**config.mk**
```make
export PLATFORM = sky130hd
export DESIGN_NAME = memory_host
export DESIGN_NICKNAME = d
export VERILOG_FILES = /design/src/verilog/memhost_pkg.sv /design/src/verilog/pattern_lfsr.sv /design/src/verilog/trigger_detect.sv /design/src/verilog/req_decode.sv /design/src/verilog/mem_access.sv /design/src/verilog/resp_stage.sv /design/src/verilog/memory_host.sv
export SDC_FILE = /design/constraint.sdc
export NUM_CORES = 1
export LEC_CHECK = 0
export BUFFER_PORTS_ARGS = -buffer_cell sky130_fd_sc_hd__buf_2
export CORE_MARGIN = 3
export CORE_UTILIZATION = 40
export DETAILED_ROUTE_END_ITERATION = 7
export GPL_TIMING_DRIVEN = 1
export HOLD_SLACK_MARGIN = 0.15
export PLACE_DENSITY = 0.54
export SYNTH_ARGS = -nofsm -noshare
export SYNTH_HDL_FRONTEND = slang
export SYNTH_SLANG_ARGS = --single-unit
```
**constraint.sdc**
```tcl
create_clock -name clk -period 11.9 [get_ports clk]
set_input_delay 2.975 -clock clk [delete_from_list [all_inputs] [get_ports clk]]
set_output_delay 2.975 -clock clk [all_outputs]
set_load 0.05 [all_outputs]
```
**src/verilog/memhost_pkg.sv**
```systemverilog
/* Memory host shared definitions */
`default_nettype none

package memhost_pkg;

    // Memory geometry
    localparam int DATA_WIDTH = 16;
    localparam int ADDR_WIDTH = 5;     // One bit more than the depth needs
    localparam int MEM_DEPTH  = 16;
    localparam int MEM_IDX_W  = $clog2(MEM_DEPTH);

    // Pattern generator
    localparam int LFSR_WIDTH = 32;
    localparam logic [LFSR_WIDTH-1:0] MEM_PATTERN = 32'hDEADBEEF;

    // Feedback taps at bits 31, 21, 1 and 0
    localparam logic [LFSR_WIDTH-1:0] LFSR_TAPS = (32'h1 << 31) | (32'h1 << 21) |
                                                  (32'h1 << 1) | (32'h1 << 0);

    // Trigger byte sequence, first then second
    localparam logic [7:0] TRIG_FIRST  = 8'hAA;
    localparam logic [7:0] TRIG_SECOND = 8'h55;

    // Request kind
    typedef enum logic [1:0] {
        OP_NONE  = 2'd0,
        OP_WRITE = 2'd1,
        OP_READ  = 2'd2
    } op_t;

    // Decode stage output
    typedef struct packed {
        logic                  valid;
        op_t                   op;
        logic [ADDR_WIDTH-1:0] addr;
        logic [DATA_WIDTH-1:0] wdata;
        logic                  in_range;   // Address below MEM_DEPTH
    } req_t;

    // Access stage output
    typedef struct packed {
        logic                  valid;
        op_t                   op;
        logic [DATA_WIDTH-1:0] rdata;      // Zero unless a good read
        logic                  error;      // Out-of-range request
    } acc_t;

endpackage

`default_nettype wire

```
**src/verilog/pattern_lfsr.sv**
```systemverilog
/* Pattern generator LFSR */
`timescale 1ns/1ps
`default_nettype none

module pattern_lfsr
    import memhost_pkg::*;
(
    input  logic       clk,
    input  logic       rst,
    input  logic       advance,
    output logic [7:0] trigger_byte
);

    logic [LFSR_WIDTH-1:0] state;
    logic [LFSR_WIDTH-1:0] state_next;
    logic                  feedback;

    // Fibonacci form, XOR of the tapped bits
    assign feedback   = ^(state & LFSR_TAPS);
    assign state_next = {state[LFSR_WIDTH-2:0], feedback};

    always_ff @(posedge clk or posedge rst) begin
        if (rst) begin
            state <= MEM_PATTERN;
        end else if (advance) begin
            state <= state_next;
        end
    end

    // Low byte of the state after this advance, seen by the detector at the same edge
    assign trigger_byte = state_next[7:0];

endmodule

`default_nettype wire

```
**src/verilog/trigger_detect.sv**
```systemverilog
/* Byte sequence trigger detector */
`timescale 1ns/1ps
`default_nettype none

module trigger_detect
    import memhost_pkg::*;
(
    input  logic       clk,
    input  logic       rst,
    input  logic       advance,
    input  logic [7:0] trigger_byte,
    output logic       force_reset
);

    logic armed;     // First byte of the sequence seen
    logic hit_first;
    logic hit_second;

    assign hit_first  = (trigger_byte == TRIG_FIRST);
    assign hit_second = (trigger_byte == TRIG_SECOND);

    always_ff @(posedge clk or posedge rst) begin
        if (rst) begin
            armed       <= 1'b0;
            force_reset <= 1'b0;
        end else begin
            force_reset <= 1'b0;   // One cycle pulse only
            if (force_reset) begin
                // Flush clears the recognizer along with the pipeline
                armed <= 1'b0;
            end else if (advance) begin
                if (armed && hit_second) begin
                    force_reset <= 1'b1;
                    armed       <= 1'b0;
                end else begin
                    armed <= hit_first;   // Any other byte disarms
                end
            end
        end
    end

endmodule

`default_nettype wire

```
**src/verilog/req_decode.sv**
```systemverilog
/* Request decode stage */
`timescale 1ns/1ps
`default_nettype none

module req_decode
    import memhost_pkg::*;
(
    input  logic                  clk,
    input  logic                  rst,
    input  logic                  flush,
    input  logic [ADDR_WIDTH-1:0] address,
    input  logic [DATA_WIDTH-1:0] write_data,
    input  logic                  write_enable,
    input  logic                  read_enable,
    output logic                  accept,
    output req_t                  req
);

    logic                  valid_q;
    op_t                   op_q;
    op_t                   op_d;
    logic [ADDR_WIDTH-1:0] addr_q;
    logic [DATA_WIDTH-1:0] wdata_q;
    logic                  in_range_q;

    assign accept = write_enable | read_enable;

    // Write wins when both strobes are high
    assign op_d = write_enable ? OP_WRITE :
                  read_enable  ? OP_READ  : OP_NONE;

    always_ff @(posedge clk or posedge rst) begin
        if (rst) begin
            valid_q <= 1'b0;
            op_q    <= OP_NONE;
        end else if (flush) begin
            valid_q <= 1'b0;
            op_q    <= OP_NONE;
        end else begin
            valid_q <= accept;
            op_q    <= op_d;
        end
    end

    // Payload, meaningful only with valid
    always_ff @(posedge clk) begin
        addr_q     <= address;
        wdata_q    <= write_data;
        in_range_q <= (address < ADDR_WIDTH'(MEM_DEPTH));
    end

    assign req = '{valid: valid_q, op: op_q, addr: addr_q, wdata: wdata_q,
                   in_range: in_range_q};

endmodule

`default_nettype wire

```
**src/verilog/mem_access.sv**
```systemverilog
/* Memory access stage */
`timescale 1ns/1ps
`default_nettype none

module mem_access
    import memhost_pkg::*;
(
    input  logic clk,
    input  logic rst,
    input  logic flush,
    input  req_t req,
    output acc_t acc
);

    logic [DATA_WIDTH-1:0] mem [MEM_DEPTH];
    logic [MEM_IDX_W-1:0]  idx;
    logic                  do_write;
    logic                  do_read;

    logic                  valid_q;
    op_t                   op_q;
    logic                  error_q;
    logic [DATA_WIDTH-1:0] rdata_q;

    // Upper address bit only matters for the range check
    assign idx      = req.addr[MEM_IDX_W-1:0];
    assign do_write = req.valid && req.in_range && (req.op == OP_WRITE);
    assign do_read  = req.valid && req.in_range && (req.op == OP_READ);

    // Array is wiped by reset and by a flush alike
    always_ff @(posedge clk or posedge rst) begin
        if (rst) begin
            for (int i = 0; i < MEM_DEPTH; i++) begin
                mem[i] <= '0;
            end
        end else if (flush) begin
            for (int i = 0; i < MEM_DEPTH; i++) begin
                mem[i] <= '0;
            end
        end else if (do_write) begin
            mem[idx] <= req.wdata;
        end
    end

    always_ff @(posedge clk or posedge rst) begin
        if (rst) begin
            valid_q <= 1'b0;
            op_q    <= OP_NONE;
            error_q <= 1'b0;
        end else if (flush) begin
            valid_q <= 1'b0;   // Drops whatever was in flight
            op_q    <= OP_NONE;
            error_q <= 1'b0;
        end else begin
            valid_q <= req.valid;
            op_q    <= req.op;
            error_q <= ~req.in_range;
        end
    end

    // Read word, zero for writes and errored requests
    always_ff @(posedge clk) begin
        if (do_read) begin
            rdata_q <= mem[idx];
        end else begin
            rdata_q <= '0;
        end
    end

    assign acc = '{valid: valid_q, op: op_q, rdata: rdata_q, error: error_q};

endmodule

`default_nettype wire

```
**src/verilog/resp_stage.sv**
```systemverilog
/* Response stage */
`timescale 1ns/1ps
`default_nettype none

module resp_stage
    import memhost_pkg::*;
(
    input  logic                  clk,
    input  logic                  rst,
    input  logic                  flush,
    input  acc_t                  acc,
    output logic [DATA_WIDTH-1:0] read_data,
    output logic                  read_valid,
    output logic                  write_ack,
    output logic                  memory_error
);

    logic is_write;
    logic is_read;

    assign is_write = acc.valid && (acc.op == OP_WRITE);
    assign is_read  = acc.valid && (acc.op == OP_READ);

    always_ff @(posedge clk or posedge rst) begin
        if (rst) begin
            read_data    <= '0;
            read_valid   <= 1'b0;
            write_ack    <= 1'b0;
            memory_error <= 1'b0;
        end else if (flush) begin
            read_data    <= '0;
            read_valid   <= 1'b0;
            write_ack    <= 1'b0;
            memory_error <= 1'b0;
        end else begin
            // Pulses are mutually exclusive
            write_ack    <= is_write && !acc.error;
            read_valid   <= is_read && !acc.error;
            memory_error <= acc.valid && acc.error;
            if (is_read) begin
                read_data <= acc.error ? '0 : acc.rdata;   // Held until the next read
            end
        end
    end

endmodule

`default_nettype wire

```
**src/verilog/memory_host.sv**
```systemverilog
/* Memory host top level */
`timescale 1ns/1ps
`default_nettype none

module memory_host
    import memhost_pkg::*;
(
    input  logic                  clk,
    input  logic                  rst,
    input  logic [ADDR_WIDTH-1:0] address,
    input  logic [DATA_WIDTH-1:0] write_data,
    input  logic                  write_enable,
    input  logic                  read_enable,
    output logic [DATA_WIDTH-1:0] read_data,
    output logic                  read_valid,
    output logic                  write_ack,
    output logic                  memory_error
);

    req_t       req;
    acc_t       acc;
    logic       accept;
    logic [7:0] trigger_byte;
    logic       force_reset;   // Flushes every stage

    req_decode i_req_decode (
        .clk          (clk),
        .rst          (rst),
        .flush        (force_reset),
        .address      (address),
        .write_data   (write_data),
        .write_enable (write_enable),
        .read_enable  (read_enable),
        .accept       (accept),
        .req          (req)
    );

    mem_access i_mem_access (
        .clk   (clk),
        .rst   (rst),
        .flush (force_reset),
        .req   (req),
        .acc   (acc)
    );

    resp_stage i_resp_stage (
        .clk          (clk),
        .rst          (rst),
        .flush        (force_reset),
        .acc          (acc),
        .read_data    (read_data),
        .read_valid   (read_valid),
        .write_ack    (write_ack),
        .memory_error (memory_error)
    );

    // Advances on every accepted request
    pattern_lfsr i_pattern_lfsr (
        .clk          (clk),
        .rst          (rst),
        .advance      (accept),
        .trigger_byte (trigger_byte)
    );

    trigger_detect i_trigger_detect (
        .clk          (clk),
        .rst          (rst),
        .advance      (accept),
        .trigger_byte (trigger_byte),
        .force_reset  (force_reset)
    );

endmodule

`default_nettype wire

```
==> impl_results.html <==
<table>
<tr><th>Metric</th><th>Value</th></tr>
<tr><th colspan="2">Run status</th></tr>
<tr><td>Outcome</td><td>finished, final reports clean</td></tr>
<tr><th colspan="2">Global route</th></tr>
<tr><td>Global route overflow</td><td>0</td></tr>
<tr><td>Wire length of the first global-routing pass</td><td>61,560 um</td></tr>
<tr><td>Total global-route track usage</td><td>18.85%</td></tr>
<tr><td>Largest net degree at the start of global routing</td><td>106</td></tr>
<tr><td>Vias in the first global route</td><td>10.17k</td></tr>
<tr><td>Antenna violations before repair</td><td>0</td></tr>
<tr><th colspan="2">STA</th></tr>
<tr><td>Worst-Margin Slew</td><td>1.104 ns</td></tr>
<tr><td>Crit share post-route</td><td>35.17%</td></tr>
<tr><td>Max-slew violations</td><td>0</td></tr>
<tr><td>Skew final</td><td>0.02316 ns</td></tr>
<tr><td>Unrepaired setup endpoints after global routing</td><td>false</td></tr>
<tr><td>Max frequency</td><td>0.2389 GHz</td></tr>
<tr><td>Final Setup Violations</td><td>0</td></tr>
<tr><td>Final worst hold slack</td><td>0.4380 ns</td></tr>
<tr><td>Tightest slew margin relative to the limit</td><td>25.86%</td></tr>
<tr><td>Sum Neg Setup Slack</td><td>0 ns</td></tr>
<tr><td>Time the worst path needs with I/O delays and setup</td><td>4.186 ns</td></tr>
<tr><td>Number of hold violations in the final report</td><td>0</td></tr>
<tr><th colspan="2">Layout</th></tr>
<tr><td>Share of layout cells above drive strength 1</td><td>17.44%</td></tr>
<tr><td>Fillers</td><td>3,565</td></tr>
<tr><td>Synthesis-to-layout area growth</td><td>11.06%</td></tr>
<tr><td>Number of diodes added for antenna fixing</td><td>0</td></tr>
<tr><td>Post-layout nets</td><td>1,416</td></tr>
<tr><td>Non-filler instance count after layout</td><td>1,933</td></tr>
<tr><th colspan="2">Synthesis</th></tr>
<tr><td>Cell count after synthesis</td><td>1,399</td></tr>
<tr><td>Main synth FF type</td><td>sky130_fd_sc_hd__dfrtp_1</td></tr>
<tr><td>Share of synthesized area occupied by flip-flops and latches</td><td>55.48%</td></tr>
<tr><td>Yosys top cell by area</td><td>sky130_fd_sc_hd__dfrtp_1</td></tr>
<tr><td>Share of flip-flops with an asynchronous set or reset after synthesis</td><td>89.52%</td></tr>
<tr><td>Yosys warning total</td><td>0</td></tr>
<tr><td>Count of flip-flops with a built-in enable after synthesis</td><td>0</td></tr>
<tr><td>Post-Synthesis Cell Area</td><td>15,640 um2</td></tr>
<tr><td>#FFs+latches synth</td><td>353</td></tr>
<tr><td>Leading post-synthesis cells by cell area</td><td>sky130_fd_sc_hd__dfrtp_1 (47%), sky130_fd_sc_hd__mux2i_1 (9.1%), sky130_fd_sc_hd__mux4_2 (7.1%)</td></tr>
<tr><td>Mapped Avg Cell Area</td><td>11.18 um2</td></tr>
<tr><td>Commonest cells post-synth</td><td>sky130_fd_sc_hd__dfrtp_1 (292), sky130_fd_sc_hd__nand2_1 (292), sky130_fd_sc_hd__a21oi_1 (145)</td></tr>
<tr><td>Number of different library cells in the post-synthesis netlist</td><td>44</td></tr>
<tr><td>Syn nets</td><td>1,424</td></tr>
<tr><td>Proportion of netlist area held by the largest area contributor</td><td>46.71%</td></tr>
<tr><th colspan="2">Power</th></tr>
<tr><td>PwrDens</td><td>178.0 nW/um2</td></tr>
<tr><td>Internal power contribution</td><td>2.320 mW</td></tr>
<tr><td>Comb pwr share</td><td>11.2%</td></tr>
<tr><td>Maximum ir drop on the vdd rail</td><td>0.0001117 V</td></tr>
<tr><td>Switch Pwr</td><td>0.7716 mW</td></tr>
<tr><td>Switching fraction of total power</td><td>24.95%</td></tr>
<tr><td>Relative contribution of sequential cells to total power</td><td>49.8%</td></tr>
<tr><td>Clock power frac</td><td>39.0%</td></tr>
<tr><td>Leakage component of the power</td><td>7.461 nW</td></tr>
<tr><th colspan="2">Worst setup path</th></tr>
<tr><td>Crit path max-delay cell type</td><td>sky130_fd_sc_hd__dfrtp_1</td></tr>
<tr><td>Startpoint Class</td><td>flop</td></tr>
<tr><td>Critical path depth</td><td>1</td></tr>
<tr><td>CP Class</td><td>flop to output port</td></tr>
<tr><td>Largest delay share family, worst path</td><td>flip-flops</td></tr>
<tr><td>R2R depth</td><td>5</td></tr>
<tr><td>Crit path largest cell delay</td><td>0.38 ns</td></tr>
<tr><td>Crit path arrival time</td><td>1.21 ns</td></tr>
<tr><td>CP Capture Type</td><td>output port</td></tr>
<tr><td>Cell-by-cell listing of the critical path</td><td>buf_2</td></tr>
<tr><td>CP Buf/Inv Count</td><td>1</td></tr>
<tr><td>Startpoint of the worst register-to-register path</td><td>i_req_decode.addr_q[0]$_DFF_P_</td></tr>
<tr><td>Required time of the critical path</td><td>8.93 ns</td></tr>
<tr><td>Highest net fanout along the worst path</td><td>2</td></tr>
<tr><td>Worst reg2reg setup slack</td><td>8.21 ns</td></tr>
<tr><td>Worst r2r dst</td><td>i_mem_access.mem[227]$_DFFE_PP0P_</td></tr>
<tr><th colspan="2">Job</th></tr>
<tr><td>MaxCap Viol Count</td><td>0</td></tr>
<tr><th colspan="2">Placement</th></tr>
<tr><td>Port bufs</td><td>43</td></tr>
<tr><td>Half-perimeter wire length of the detailed placement result</td><td>22,390 um</td></tr>
<tr><td>Final GP Congestion</td><td>0.7184</td></tr>
<tr><td>Number of cells in the design after placement</td><td>1,861</td></tr>
<tr><th colspan="2">CTS</th></tr>
<tr><td>Resized Gates After CTS</td><td>0</td></tr>
<tr><td>Number of H-tree levels</td><td>2</td></tr>
<tr><td>Hold bufs inserted after CTS</td><td>0</td></tr>
<tr><td>Worst-skew pair later-pin latency</td><td>0.55 ns</td></tr>
<tr><td>Number of CTS-inserted buffers</td><td>39</td></tr>
<tr><td>Maximum number of buffers from clock root to sink</td><td>3</td></tr>
<tr><td>Setup Buffers After CTS</td><td>0</td></tr>
<tr><td>TritonCTS clock tree</td><td>yes</td></tr>
<tr><td>CTS Sinks</td><td>353</td></tr>
<tr><td>Clock root buffer</td><td>sky130_fd_sc_hd__clkbuf_16</td></tr>
<tr><td>Clock slew at reported path FFs</td><td>0.06 ns</td></tr>
<tr><th colspan="2">Detailed routing</th></tr>
<tr><td>Residual antenna-violating net count after detailed routing</td><td>0</td></tr>
<tr><td>Routed wirelength normalized by instance count</td><td>20.05 um</td></tr>
<tr><td>Drc violations</td><td>0</td></tr>
<tr><td>Initial detailed-routing violation count</td><td>726</td></tr>
<tr><td>Via total after detailed routing</td><td>10.27k</td></tr>
<tr><td>Count of TritonRoute iterations in the first routing pass</td><td>5</td></tr>
<tr><td>Number of vias per cell</td><td>5.315</td></tr>
<tr><td>Final wirelength</td><td>38,750 um</td></tr>
<tr><th colspan="2">Floorplan</th></tr>
<tr><td>Die Y-Extent</td><td>203.8 um</td></tr>
<tr><td>Cell row count</td><td>71</td></tr>
<tr><td>Placeable core area</td><td>38,110 um2</td></tr>
<tr><td>Overall die width</td><td>203.8 um</td></tr>
<tr><td>Number of top-level design ports</td><td>44</td></tr>
<tr><td>Initial standard-cell utilization of the core</td><td>41.05%</td></tr>
<tr><td>Total die area</td><td>41,520 um2</td></tr>
<tr><th colspan="2">Worst hold path</th></tr>
<tr><td>Instance count along the most critical hold path</td><td>1</td></tr>
<tr><td>HP Start</td><td>i_mem_access.op_q[1]$_DFF_PP0_</td></tr>
<tr><td>Min-delay worst type</td><td>flop to flop</td></tr>
<tr><td>End of the worst hold path</td><td>i_resp_stage.write_ack$_DFF_PP0_</td></tr>
</table>
through the flow:
stage | total power, mW | cell area [um2] | setup slack, ns | util, %
2_1_floorplan | 1.818 | 15640 | 0.2219 | -
3_3_place_gp | 1.895 | 16090 | 7.090 | 42.23
3_5_place_dp | 1.913 | 16090 | 7.098 | 42.23
4_1_cts | 3.132 | 17370 | 7.672 | 45.59
5_1_grt | 3.251 | 17370 | 7.408 | 45.59
6_report | 3.092 | 17370 | 7.714 | 45.59
routing by layer:
layer  track usage (%)  vias to the layer above  share of wire, %
met5                 0                        -                 0
met4             5.064                        0               2.2
met3             2.953                       61               4.9
met2             28.73                      235                45
met1             28.18                     5190                47
li1                  -                     4788                 -
worst max-delay path by stage:
stage,startpoint,end,slack (ns)
floorplan,rst,i_mem_access.error_q$_DFF_PP0_,0.22
global placement,rst,i_trigger_detect.force_reset$_DFF_PP0_,7.09
detailed placement,rst,i_trigger_detect.force_reset$_DFF_PP0_,7.10
CTS,rst,i_trigger_detect.force_reset$_DFF_PP0_,7.67
global route,rst,i_trigger_detect.force_reset$_DFF_PP0_,7.41
finish,i_resp_stage.read_data[2]$_DFFE_PP0P_,read_data[2],7.71
cells in the final DEF (no fill, tap or decap), types with 2 or more instances in the layout:
| cell | synthesis | layout |
|---|---|---|
| sky130_fd_sc_hd__a21oi_1 | 145 | 145 |
| sky130_fd_sc_hd__a22o_1 | 16 | 16 |
| sky130_fd_sc_hd__a22oi_1 | 15 | 15 |
| sky130_fd_sc_hd__and4_1 | 2 | 2 |
| sky130_fd_sc_hd__buf_2 | 32 | 43 |
| sky130_fd_sc_hd__buf_4 | 4 | 21 |
| sky130_fd_sc_hd__bufinv_16 | 0 | 2 |
| sky130_fd_sc_hd__clkbuf_1 | 64 | 16 |
| sky130_fd_sc_hd__clkbuf_16 | 0 | 40 |
| sky130_fd_sc_hd__clkbuf_8 | 0 | 8 |
| sky130_fd_sc_hd__clkinv_2 | 0 | 3 |
| sky130_fd_sc_hd__dfrtp_1 | 292 | 291 |
| sky130_fd_sc_hd__dfstp_2 | 24 | 24 |
| sky130_fd_sc_hd__dfxtp_1 | 37 | 35 |
| sky130_fd_sc_hd__inv_1 | 37 | 36 |
| sky130_fd_sc_hd__inv_6 | 0 | 2 |
| sky130_fd_sc_hd__mux2_2 | 31 | 31 |
| sky130_fd_sc_hd__mux2i_1 | 142 | 142 |
| sky130_fd_sc_hd__mux4_2 | 49 | 49 |
| sky130_fd_sc_hd__nand2_1 | 292 | 292 |
| sky130_fd_sc_hd__nand2b_1 | 4 | 4 |
| sky130_fd_sc_hd__nand4_1 | 3 | 3 |
| sky130_fd_sc_hd__nand4b_1 | 2 | 2 |
| sky130_fd_sc_hd__nor2_1 | 118 | 117 |
| sky130_fd_sc_hd__nor2b_1 | 5 | 5 |
| sky130_fd_sc_hd__nor3_4 | 6 | 6 |
| sky130_fd_sc_hd__nor4_4 | 8 | 8 |
| sky130_fd_sc_hd__nor4bb_1 | 3 | 3 |
| sky130_fd_sc_hd__o211ai_1 | 16 | 16 |
| sky130_fd_sc_hd__o221ai_1 | 16 | 16 |
| sky130_fd_sc_hd__or2_2 | 2 | 2 |
| sky130_fd_sc_hd__or4_1 | 7 | 7 |
| sky130_fd_sc_hd__xor2_1 | 2 | 2 |
cells by family (layout without fill, tap and decap cells):
logic type             after synthesis  after routing  share of synthesized area (%)
multiplexers                       222            222                          18.37
AND/OR/NAND/NOR                    462            462                          13.39
flip-flops                         353            353                          55.48
buffers and inverters              150            173                          4.631
XOR/XNOR                             3              3                         0.1680
AO/OA/AOI/OAI                      209            209                          7.959
sequential cells by signal, summed over array words and instances, names as in the netlist:
register / flops
i_mem_access.mem: 256
i_pattern_lfsr.state: 32
i_mem_access.rdata_q: 16
i_req_decode.wdata_q: 16
i_resp_stage.read_data: 16
i_req_decode.addr_q: 4
i_mem_access.op_q: 2
i_req_decode.op_q: 2
i_mem_access.error_q: 1
i_mem_access.valid_q: 1
i_req_decode.in_range_q: 1
i_req_decode.valid_q: 1
i_resp_stage.memory_error: 1
i_resp_stage.read_valid: 1
i_resp_stage.write_ack: 1
i_trigger_detect.armed: 1
i_trigger_detect.force_reset: 1
area by class of cell:
| cell class | count | area (um2) | share of cell area [%] |
|---|---|---|---|
| inverters | 37 | 146.4 | 0.8426 |
| clock buffers | 64 | 1171 | 6.741 |
| multi-input cells | 896 | 6247 | 35.96 |
| clock inverters | 8 | 108.9 | 0.6266 |
| flip-flops and latches | 353 | 8687 | 50.00 |
| well taps | 511 | 639.4 | 3.680 |
| repair buffers | 64 | 372.9 | 2.146 |
power groups by stage:
stage,logic (mW),registers (mW),clock network [mW]
after floorplan,0.305,1.51,0
after global placement,0.340,1.56,0
after detailed placement,0.353,1.56,0
after CTS,0.353,1.54,1.24
after global routing,0.393,1.56,1.29
final,0.346,1.54,1.21
Note: power is estimated with default switching activity, not from simulation.
